## config.mk

```make
export PLATFORM = sky130hd
export DESIGN_NAME = cpu_core
export DESIGN_NICKNAME = d
export VERILOG_FILES = /design/src/logic/cpu_isa_pkg.sv /design/src/logic/cpu_ctrl_pkg.sv /design/src/logic/cpu_ucode.sv /design/src/logic/cpu_regs.sv /design/src/logic/cpu_alu.sv /design/src/logic/cpu_core.sv
export SDC_FILE = /design/constraint.sdc
export NUM_CORES = 2
export LEC_CHECK = 0
export CAP_MARGIN = 20
export CORE_ASPECT_RATIO = 0.75
export CORE_MARGIN = 4
export CORE_UTILIZATION = 55
export DETAILED_ROUTE_END_ITERATION = 8
export DONT_BUFFER_PORTS = 1
export GPL_TIMING_DRIVEN = 0
export PLACE_DENSITY_LB_ADDON = 0.05
export SLEW_MARGIN = 20
export SYNTH_ARGS = -nofsm -noshare
export SYNTH_HDL_FRONTEND = slang
export SYNTH_SLANG_ARGS = --single-unit
```

## constraint.sdc

```tcl
create_clock -name clk -period 65.9 [get_ports clk]
set_input_delay 3.295 -clock clk [delete_from_list [all_inputs] [get_ports clk]]
set_output_delay 3.295 -clock clk [all_outputs]
set_load 0.02 [all_outputs]
```

## src/logic/cpu_isa_pkg.sv

```systemverilog
/*
 * Instruction set view of the core: the 32-bit instruction word, opcodes,
 * operand sizes and the flag set. The sequencer, the register file and the
 * ALU refer to these by scoped names.
 */
package cpu_isa_pkg;

    // operation codes carried in the instruction word
    typedef enum logic [3:0] {
        OP_LDI = 4'd0,  // dst <- imm
        OP_LD  = 4'd1,  // dst <- src
        OP_ADD = 4'd2,
        OP_SUB = 4'd3,
        OP_AND = 4'd4,
        OP_OR  = 4'd5,
        OP_XOR = 4'd6,
        OP_LDF = 4'd7,  // bank pointer <- imm[1:0]
        OP_EXF = 4'd8   // swap main and alternate flags
    } opcode_t;

    // operand size of a register access
    typedef enum logic [1:0] {
        SZ_B = 2'd0,    // low byte
        SZ_W = 2'd1,    // low half
        SZ_L = 2'd2     // full 32 bits
    } size_t;

    // instruction word, imm sits in the low half
    typedef struct packed {
        logic [3:0]  rsv;
        logic [2:0]  src;     // bit 2 set selects a pointer
        logic [2:0]  dst;
        size_t       size;
        opcode_t     opcode;
        logic [15:0] imm;
    } instr_t;

    // status flags, same order in the main and the alternate set
    typedef struct packed {
        logic s;    // sign
        logic z;    // zero
        logic h;    // half carry
        logic v;    // overflow or parity
        logic n;    // subtract
        logic c;    // carry
    } flags_t;

endpackage

```

## src/logic/cpu_ctrl_pkg.sv

```systemverilog
/*
 * Microcode control word issued by the sequencer once per cycle, with the
 * select codes that steer the register file and the ALU.
 */
package cpu_ctrl_pkg;

    typedef enum logic [2:0] {
        ALU_PASS = 3'd0,    // forward op0
        ALU_ADD  = 3'd1,
        ALU_SUB  = 3'd2,
        ALU_AND  = 3'd3,
        ALU_OR   = 3'd4,
        ALU_XOR  = 3'd5
    } alu_op_t;

    // register address latch load
    typedef enum logic [1:0] {
        RAL_NONE = 2'd0,
        RAL_SRC  = 2'd1,
        RAL_DST  = 2'd2,
        RAL_BOTH = 2'd3
    } ral_sel_t;

    // operand register load
    typedef enum logic [1:0] {
        OPND_NONE = 2'd0,
        OPND_SRC  = 2'd1,   // op0 <- source register
        OPND_DST  = 2'd2,   // op1 <- destination register
        OPND_IMM  = 2'd3    // op0 <- immediate held in md
    } opnd_sel_t;

    // write-back target
    typedef enum logic [1:0] {
        LD_NONE = 2'd0,
        LD_DST  = 2'd1,
        LD_RFP  = 2'd2
    } ld_sel_t;

    // flag update
    typedef enum logic [1:0] {
        CC_NONE  = 2'd0,
        CC_ARITH = 2'd1,
        CC_LOGIC = 2'd2,
        CC_EXF   = 2'd3
    } cc_sel_t;

    typedef struct packed {
        logic                fetch;     // md <- din
        logic                inc_pc;
        ral_sel_t            ral_sel;
        opnd_sel_t           opnd_sel;
        alu_op_t             alu_op;
        ld_sel_t             ld_sel;
        cc_sel_t             cc_sel;
        cpu_isa_pkg::size_t  size;
    } uctrl_t;

endpackage

```

## src/logic/cpu_ucode.sv

```systemverilog
/*
 * Microcode sequencer. Accepts an instruction with a start pulse while idle
 * and walks it through fixed steps, one control word per enabled cycle.
 * Register operations take steps 1 to 4, OP_LDF and OP_EXF end at step 2.
 */
`timescale 1ns/1ps

module cpu_ucode (
    input  logic                  clk,
    input  logic                  rst,
    input  logic                  cen,
    input  logic                  start,
    input  cpu_isa_pkg::instr_t   md,
    output logic                  busy,
    output logic                  done,
    output cpu_ctrl_pkg::uctrl_t  uctrl
);

logic [2:0]            step;
logic                  short_op;    // finishes in step 2
logic                  last;
cpu_ctrl_pkg::alu_op_t exe_op;
cpu_ctrl_pkg::cc_sel_t exe_cc;

// opcode decode, only the step 4 word uses exe_cc
always_comb begin
    short_op = 1'b0;
    exe_op   = cpu_ctrl_pkg::ALU_PASS;
    exe_cc   = cpu_ctrl_pkg::CC_NONE;
    case (md.opcode)
        cpu_isa_pkg::OP_LDI,
        cpu_isa_pkg::OP_LD:  exe_op = cpu_ctrl_pkg::ALU_PASS;
        cpu_isa_pkg::OP_ADD: begin
            exe_op = cpu_ctrl_pkg::ALU_ADD;
            exe_cc = cpu_ctrl_pkg::CC_ARITH;
        end
        cpu_isa_pkg::OP_SUB: begin
            exe_op = cpu_ctrl_pkg::ALU_SUB;
            exe_cc = cpu_ctrl_pkg::CC_ARITH;
        end
        cpu_isa_pkg::OP_AND: begin
            exe_op = cpu_ctrl_pkg::ALU_AND;
            exe_cc = cpu_ctrl_pkg::CC_LOGIC;
        end
        cpu_isa_pkg::OP_OR: begin
            exe_op = cpu_ctrl_pkg::ALU_OR;
            exe_cc = cpu_ctrl_pkg::CC_LOGIC;
        end
        cpu_isa_pkg::OP_XOR: begin
            exe_op = cpu_ctrl_pkg::ALU_XOR;
            exe_cc = cpu_ctrl_pkg::CC_LOGIC;
        end
        default: short_op = 1'b1;   // LDF, EXF and unused codes
    endcase
    last = short_op ? (step == 3'd2) : (step == 3'd4);
end

assign done = busy & last & cen;

always_ff @(posedge clk, posedge rst) begin
    if (rst) begin
        busy <= 1'b0;
        step <= 3'd0;
    end else if (cen) begin
        if (!busy) begin
            if (start) begin
                busy <= 1'b1;
                step <= 3'd1;
            end
        end else if (last) begin
            busy <= 1'b0;
            step <= 3'd0;
        end else begin
            step <= step + 3'd1;
        end
    end
end

// control word table, indexed by step and opcode
always_comb begin
    uctrl        = '0;
    uctrl.size   = md.size;
    uctrl.alu_op = exe_op;
    if (!busy) begin
        uctrl.fetch = start;    // start while busy is ignored
    end else begin
        case (step)
            3'd1: begin
                uctrl.ral_sel = cpu_ctrl_pkg::RAL_BOTH;
                uctrl.inc_pc  = 1'b1;
            end
            3'd2: begin
                if (md.opcode == cpu_isa_pkg::OP_LDF)
                    uctrl.ld_sel = cpu_ctrl_pkg::LD_RFP;
                else if (md.opcode == cpu_isa_pkg::OP_EXF)
                    uctrl.cc_sel = cpu_ctrl_pkg::CC_EXF;
                else if (md.opcode == cpu_isa_pkg::OP_LDI)
                    uctrl.opnd_sel = cpu_ctrl_pkg::OPND_IMM;
                else if (!short_op)
                    uctrl.opnd_sel = cpu_ctrl_pkg::OPND_SRC;
            end
            3'd3: uctrl.opnd_sel = cpu_ctrl_pkg::OPND_DST;
            3'd4: begin
                uctrl.ld_sel = cpu_ctrl_pkg::LD_DST;
                uctrl.cc_sel = exe_cc;
            end
            default: ;
        endcase
    end
end

endmodule

```

## src/logic/cpu_regs.sv

```systemverilog
/*
 * Register file of the core: four banks of four general registers, four
 * pointers (pointer 3 is the stack pointer), main and alternate flags, the
 * bank pointer, pc, md, the register address latches and op0/op1.
 * All loads follow the control word from the sequencer. Byte-wide dump port.
 */
`timescale 1ns/1ps

module cpu_regs #(
    parameter logic [31:0] XSP_RESET = 32'h100
) (
    input  logic                  clk,
    input  logic                  rst,
    input  logic                  cen,
    input  cpu_isa_pkg::instr_t   din,
    input  cpu_ctrl_pkg::uctrl_t  uctrl,
    input  logic [31:0]           rslt,
    input  cpu_isa_pkg::flags_t   alu_flags,
    output cpu_isa_pkg::instr_t   md,
    output logic [31:0]           op0,
    output logic [31:0]           op1,
    output cpu_isa_pkg::flags_t   flags,
    output logic [23:0]           pc,
    input  logic [7:0]            dmp_addr,
    output logic [7:0]            dmp_dout
);

localparam int         NUM_REGS = 20;     // 16 general + 4 pointers
localparam logic [4:0] XSP_IDX  = 5'd19;

logic [31:0]         rf [0:NUM_REGS-1];
cpu_isa_pkg::flags_t flags_alt;
logic [1:0]          rfp;                 // bank pointer
logic [4:0]          src, dst;            // latched register indexes
logic [31:0]         dmp_word;

// 3-bit field to file index, pointers live at 16..19 and ignore the bank
function automatic logic [4:0] reg_idx(input logic [2:0] field, input logic [1:0] bank);
    return field[2] ? {3'b100, field[1:0]} : {1'b0, bank, field[1:0]};
endfunction

// sized read keeps the low part only
function automatic logic [31:0] size_cut(input logic [31:0] value,
                                         input cpu_isa_pkg::size_t size);
    case (size)
        cpu_isa_pkg::SZ_B: return {24'd0, value[7:0]};
        cpu_isa_pkg::SZ_W: return {16'd0, value[15:0]};
        default:           return value;
    endcase
endfunction

always_ff @(posedge clk, posedge rst) begin
    if (rst) begin
        for (int i = 0; i < NUM_REGS; i++)
            rf[i] <= '0;
        rf[XSP_IDX] <= XSP_RESET;
        flags     <= '0;
        flags_alt <= '0;
        rfp       <= 2'd0;
        pc        <= 24'd0;
        md        <= '0;
        src       <= 5'd0;
        dst       <= 5'd0;
        op0       <= 32'd0;
        op1       <= 32'd0;
    end else if (cen) begin
        if (uctrl.fetch)
            md <= din;
        if (uctrl.inc_pc)
            pc <= pc + 24'd1;

        case (uctrl.ral_sel)
            cpu_ctrl_pkg::RAL_SRC:  src <= reg_idx(md.src, rfp);
            cpu_ctrl_pkg::RAL_DST:  dst <= reg_idx(md.dst, rfp);
            cpu_ctrl_pkg::RAL_BOTH: begin
                src <= reg_idx(md.src, rfp);
                dst <= reg_idx(md.dst, rfp);
            end
            default: ;
        endcase

        case (uctrl.opnd_sel)
            cpu_ctrl_pkg::OPND_SRC: op0 <= size_cut(rf[src], uctrl.size);
            cpu_ctrl_pkg::OPND_DST: op1 <= size_cut(rf[dst], uctrl.size);
            cpu_ctrl_pkg::OPND_IMM: op0 <= size_cut({16'd0, md.imm}, uctrl.size);
            default: ;
        endcase

        case (uctrl.ld_sel)
            cpu_ctrl_pkg::LD_DST: begin
                case (uctrl.size)   // upper part of dst is kept
                    cpu_isa_pkg::SZ_B: rf[dst][7:0]  <= rslt[7:0];
                    cpu_isa_pkg::SZ_W: rf[dst][15:0] <= rslt[15:0];
                    default:           rf[dst]       <= rslt;
                endcase
            end
            cpu_ctrl_pkg::LD_RFP: rfp <= md.imm[1:0];
            default: ;
        endcase

        case (uctrl.cc_sel)
            cpu_ctrl_pkg::CC_ARITH: flags <= alu_flags;
            cpu_ctrl_pkg::CC_LOGIC: begin
                flags <= {alu_flags.s, alu_flags.z, alu_flags.h, alu_flags.v, 2'b00};
            end
            cpu_ctrl_pkg::CC_EXF: begin
                flags     <= flags_alt;
                flags_alt <= flags;
            end
            default: ;
        endcase
    end
end

// dump port, 4 bytes per register, bank pointer and flags at 80/81
always_comb begin
    dmp_word = '0;
    if (dmp_addr[6:2] < NUM_REGS)
        dmp_word = rf[dmp_addr[6:2]];
    if (dmp_addr == 8'd80)
        dmp_dout = {6'd0, rfp};
    else if (dmp_addr == 8'd81)
        dmp_dout = {2'd0, flags};
    else
        dmp_dout = dmp_word[{dmp_addr[1:0], 3'b000} +: 8];
end

endmodule

```

## src/logic/cpu_alu.sv

```systemverilog
/*
 * Combinational ALU. Computes op1 <op> op0 at byte, word or long size and
 * the flag candidates for that size. The register file picks which flags
 * are kept.
 */
`timescale 1ns/1ps

module cpu_alu (
    input  cpu_ctrl_pkg::alu_op_t  alu_op,
    input  cpu_isa_pkg::size_t     size,
    input  logic [31:0]            op0,
    input  logic [31:0]            op1,
    output logic [31:0]            rslt,
    output cpu_isa_pkg::flags_t    alu_flags
);

logic [32:0] sum, diff;
logic [4:0]  hsum, hdiff;     // nibble carry and borrow
logic [31:0] res, mask;
logic        top_a, top_b, top_r, cout;

always_comb begin
    sum   = {1'b0, op1} + {1'b0, op0};
    diff  = {1'b0, op1} - {1'b0, op0};
    hsum  = {1'b0, op1[3:0]} + {1'b0, op0[3:0]};
    hdiff = {1'b0, op1[3:0]} - {1'b0, op0[3:0]};

    case (alu_op)
        cpu_ctrl_pkg::ALU_ADD: res = sum[31:0];
        cpu_ctrl_pkg::ALU_SUB: res = diff[31:0];
        cpu_ctrl_pkg::ALU_AND: res = op1 & op0;
        cpu_ctrl_pkg::ALU_OR:  res = op1 | op0;
        cpu_ctrl_pkg::ALU_XOR: res = op1 ^ op0;
        default:               res = op0;
    endcase

    // operands arrive zero-extended, so the bit above the size is carry out
    case (size)
        cpu_isa_pkg::SZ_B: begin
            mask  = 32'h0000_00ff;
            top_a = op1[7];
            top_b = op0[7];
            top_r = res[7];
            cout  = (alu_op == cpu_ctrl_pkg::ALU_SUB) ? diff[8] : sum[8];
        end
        cpu_isa_pkg::SZ_W: begin
            mask  = 32'h0000_ffff;
            top_a = op1[15];
            top_b = op0[15];
            top_r = res[15];
            cout  = (alu_op == cpu_ctrl_pkg::ALU_SUB) ? diff[16] : sum[16];
        end
        default: begin
            mask  = 32'hffff_ffff;
            top_a = op1[31];
            top_b = op0[31];
            top_r = res[31];
            cout  = (alu_op == cpu_ctrl_pkg::ALU_SUB) ? diff[32] : sum[32];
        end
    endcase

    rslt        = res & mask;
    alu_flags   = '0;
    alu_flags.s = top_r;
    alu_flags.z = (rslt == 32'd0);
    case (alu_op)
        cpu_ctrl_pkg::ALU_ADD: begin
            alu_flags.h = hsum[4];
            alu_flags.c = cout;
            alu_flags.v = (top_a == top_b) && (top_r != top_a);
        end
        cpu_ctrl_pkg::ALU_SUB: begin
            alu_flags.h = hdiff[4];
            alu_flags.c = cout;     // borrow
            alu_flags.v = (top_a != top_b) && (top_r != top_a);
            alu_flags.n = 1'b1;
        end
        cpu_ctrl_pkg::ALU_AND,
        cpu_ctrl_pkg::ALU_OR,
        cpu_ctrl_pkg::ALU_XOR: begin
            alu_flags.v = ~^rslt[7:0];  // even parity
            alu_flags.h = (alu_op == cpu_ctrl_pkg::ALU_AND);
        end
        default: ;
    endcase
end

endmodule

```

## src/logic/cpu_core.sv

```systemverilog
/*
 * Execution core top level. Connects the microcode sequencer, the register
 * file and the ALU. XSP_RESET sets the stack pointer after reset.
 */
`timescale 1ns/1ps

module cpu_core #(
    parameter logic [31:0] XSP_RESET = 32'h100
) (
    input  logic                 clk,
    input  logic                 rst,
    input  logic                 cen,
    input  logic                 start,
    input  cpu_isa_pkg::instr_t  din,
    input  logic [7:0]           dmp_addr,
    output logic                 busy,
    output logic                 done,
    output cpu_isa_pkg::flags_t  flags,
    output logic [23:0]          pc,
    output logic [7:0]           dmp_dout
);

cpu_ctrl_pkg::uctrl_t uctrl;
cpu_isa_pkg::instr_t  md;
cpu_isa_pkg::flags_t  alu_flags;
logic [31:0]          op0, op1, rslt;

cpu_ucode u_ucode (
    .clk   (clk),
    .rst   (rst),
    .cen   (cen),
    .start (start),
    .md    (md),
    .busy  (busy),
    .done  (done),
    .uctrl (uctrl)
);

cpu_regs #(
    .XSP_RESET (XSP_RESET)
) u_regs (
    .clk       (clk),
    .rst       (rst),
    .cen       (cen),
    .din       (din),
    .uctrl     (uctrl),
    .rslt      (rslt),
    .alu_flags (alu_flags),
    .md        (md),
    .op0       (op0),
    .op1       (op1),
    .flags     (flags),
    .pc        (pc),
    .dmp_addr  (dmp_addr),
    .dmp_dout  (dmp_dout)
);

cpu_alu u_alu (
    .alu_op    (uctrl.alu_op),
    .size      (uctrl.size),
    .op0       (op0),
    .op1       (op1),
    .rslt      (rslt),
    .alu_flags (alu_flags)
);

endmodule

```

==> impl_metrics.env <==
export IMPL_power_leakage_nw=22.00
export IMPL_cap_violations=0
export IMPL_worstPathCellList="buf_2 -> buf_1 -> clkbuf_1 -> clkbuf_2 -> clkbuf_1 -> mux4_2 -> a221oi_1 -> a311oi_1 -> a21oi_1 -> o21ai_0"
export IMPL_synth_area_per_cell_um2=11.62
export IMPL_yosysTopAreaCell="dfrtp_1"
export IMPL_required_ns=62.60
export IMPL_rows=95
export IMPL_yosys_warnings=0
export IMPL_cts_hold_buf=0
export IMPL_fp_dieArea_um2=95150
export IMPL_vias=43150
export IMPL_finClkSkew_ns=0.03844
export IMPL_slew_headroom_pct=6.837
export IMPL_cpMostUsedCell="clkbuf_1"
export IMPL_cts_max_path_buffers=3
export IMPL_htree_levels=3
export IMPL_io_pins=84
export IMPL_drive_above_1_share_pct=20.11
export IMPL_synthArstFlopShare_pct=100.0
export IMPL_synth_flop_cell="dfrtp_1"
export IMPL_placed_cell_area_um2=51600
export IMPL_syn_nets=4435
export IMPL_grt_overflow=0
export IMPL_critPathCaptureType="primary output"
export IMPL_tns_ns=0
export IMPL_die_h_um=268.1
export IMPL_yosysUniqueCellTypes=84
export IMPL_cts_setup_buffers=0
export IMPL_r2r_end="u_regs.flags[4]"
export IMPL_grt_max_degree=102
export IMPL_finalNetCount=4542
export IMPL_synth_enable_flop_cells=0
export IMPL_status="complete, no violations"
export IMPL_ant_nets=0
export IMPL_drtIter0Drc=7110
export IMPL_cp_max_fo=10
export IMPL_setup_viol=0
export IMPL_cp_slowest_stage_delay_ns=0.97
export IMPL_hpwl_um=169500
export IMPL_synthTopCellsByArea="dfrtp_1 (39%), mux4_2 (25%), a22o_1 (6.0%)"
export IMPL_wire_per_inst_um=39.43
export IMPL_vias_per_cell=7.623
export IMPL_cp_arrival_ns=9.04
export IMPL_worst_path_max_delay_cell="clkbuf_1"
export IMPL_worst_path_stages=10
export IMPL_clk_pin_slew_ns=0.06
export IMPL_worst_path_buf_inv=5
export IMPL_final_area_um2=54480
export IMPL_crit_reg2reg_launch="u_regs.md[17]"
export IMPL_grt_antenna_before_repair=12
export IMPL_final_util_pct=60.86
export IMPL_synth_seq_cells=784
export IMPL_period_minus_slack_ns=12.33
export IMPL_hold_viol_final=0
export IMPL_cts_tree="yes"
export IMPL_cts_sinks=784
export IMPL_synth_cells=4272
export IMPL_cp_top_family="buffers and inverters"
export IMPL_wl_um=223200
export IMPL_numPortBuffers=0
export IMPL_fin_crit_sh_pct=18.71
export IMPL_crit_end="dmp_dout[0]"
export IMPL_start_util_pct=55.45
export IMPL_powerDensity_nw_per_um2=35.85
export IMPL_fmax_mhz=81.10
export IMPL_hp_class="register to register"
export IMPL_place_congestion=1.029
export IMPL_clk_latency_ns=0.71
export IMPL_die_w_um=354.9
export IMPL_vdd_ir_drop_max_uv=22.40
export IMPL_cts_buffers=83
export IMPL_syn_cell_area_um2=49630
export IMPL_slew_viol_final=0
export IMPL_coreArea_um2=89500
export IMPL_startpoint_type="input port"
export IMPL_cts_root_buf="clkbuf_16"
export IMPL_synth_top_area_share_pct=39.48
export IMPL_grt_pass1_vias=40310
export IMPL_nFillCells=7506
export IMPL_first_pass_iters=6
export IMPL_tightestPinTransition_ns=1.391
export IMPL_most_common_layout_cells="dfrtp_1 (783), mux4_2 (555), nand2_1 (543)"
export IMPL_cts_repair_resize_count=0
export IMPL_drc_errors=0
export IMPL_grt_first_pass_wirelength_um=311200
export IMPL_cp_startpoint="dmp_addr[3]"
export IMPL_rrSetupSlack_ns=59.06
export IMPL_crit_type="input port to primary output"
export IMPL_final_common_cell="dfrtp_1"
export IMPL_grt_usage_pct=46.79
export IMPL_rsz0062_at_grt="no"
export IMPL_yosysSeqAreaShare_pct=39.54
export IMPL_reg2reg_depth=14
export IMPL_area_growth_pct=9.772
area by class of cell:
cell class                 count  area, µm²  area share (%)
antenna                        9      22.52         0.04134
buffer                       405       1608           2.951
clock buffer                 122       2365           4.341
clock inverter                24      417.9          0.7671
inverter                     105      401.6          0.7373
multi-input combinational   2978      28160           51.70
sequential                   784      19620           36.02
tap                         1212       1516           2.784
timing repair buffer          22      360.3          0.6615
where the power goes:
part | switching [mW] | internal [mW] | total [mW]
combinational | 0.615 | 0.263 | 0.878
sequential | 0.0523 | 0.521 | 0.573
clock | 0.219 | 0.282 | 0.501
total | 0.887 | 1.07 | 1.95
through the flow:
stage	setup WS [ns]	power, mW	hold slack, ns	instances
final	53.57	1.953	0.5120	5661
after detailed placement	53.96	1.406	0.4900	5503
after global placement	31.03	1.392	0.4794	5484
after global routing	53.85	1.989	0.5279	5652
after CTS	53.96	1.898	0.5086	5649
after floorplan	40.59	1.052	0.4331	4272
routing by layer:
metal / global-route usage (%) / up-vias / routed length (µm)
li1: - / 16790 / -
met1: 62.54 / 22090 / 82410
met2: 62.89 / 3692 / 89740
met3: 26.52 / 556 / 39760
met4: 17.83 / 22 / 10460
met5: 6.049 / - / 831
worst min-delay path, delay by kind of cell, from the launching register on:
family	cells	cell delay, ns
DFF	1	0.38
and+or+nand+nor	1	0.05
AOI/OAI and AO/OA	1	0.07
cells in the mapped netlist (11+ instances only):
cell type	instances
xnor2_1	41
a221oi_1	36
o211ai_1	12
buf_2	19
and3_1	15
o22ai_1	49
o31ai_1	20
nand2_1	543
mux2_2	81
nand3_1	41
nand2b_1	17
a21o_1	16
clkbuf_1	318
o2111ai_1	11
nor3_1	48
a22oi_1	52
or3_1	11
dfrtp_1	783
o21bai_1	11
buf_1	67
mux2i_1	41
a31oi_1	26
nand4_1	25
nor2_1	132
inv_1	100
mux4_2	555
a211oi_1	15
nor2b_1	21
or2_2	13
a22o_1	338
ha_1	117
o21ai_0	422
a21oi_1	130
kinds of logic after synthesis:
| group | after synthesis | share of synthesized area (%) |
|---|---|---|
| xor gates and xnor gates | 51 | 0.9001 |
| muxes | 678 | 27.88 |
| adders and majority gates | 119 | 3.031 |
| buffers and inverters | 510 | 3.920 |
| DFF | 784 | 39.54 |
| and+or+nand+nor | 909 | 7.929 |
| AOI/OAI and AO/OA | 1221 | 16.80 |
worst min-delay path by stage:
stage,start,end,slack [ns],depth (start not counted)
after global placement,u_regs.flags_alt[0],u_regs.flags_alt[0],0.48,1
final,u_regs.rf[8],u_regs.rf[8],0.51,2
after floorplan,u_regs.md[22],u_regs.dst[0],0.43,2
after global routing,u_regs.flags_alt[1],u_regs.flags_alt[1],0.53,1
after detailed placement,u_regs.flags_alt[0],u_regs.flags_alt[0],0.49,1
after CTS,u_regs.rf[8],u_regs.rf[8],0.51,2
(Power assumes the default switching activity.)
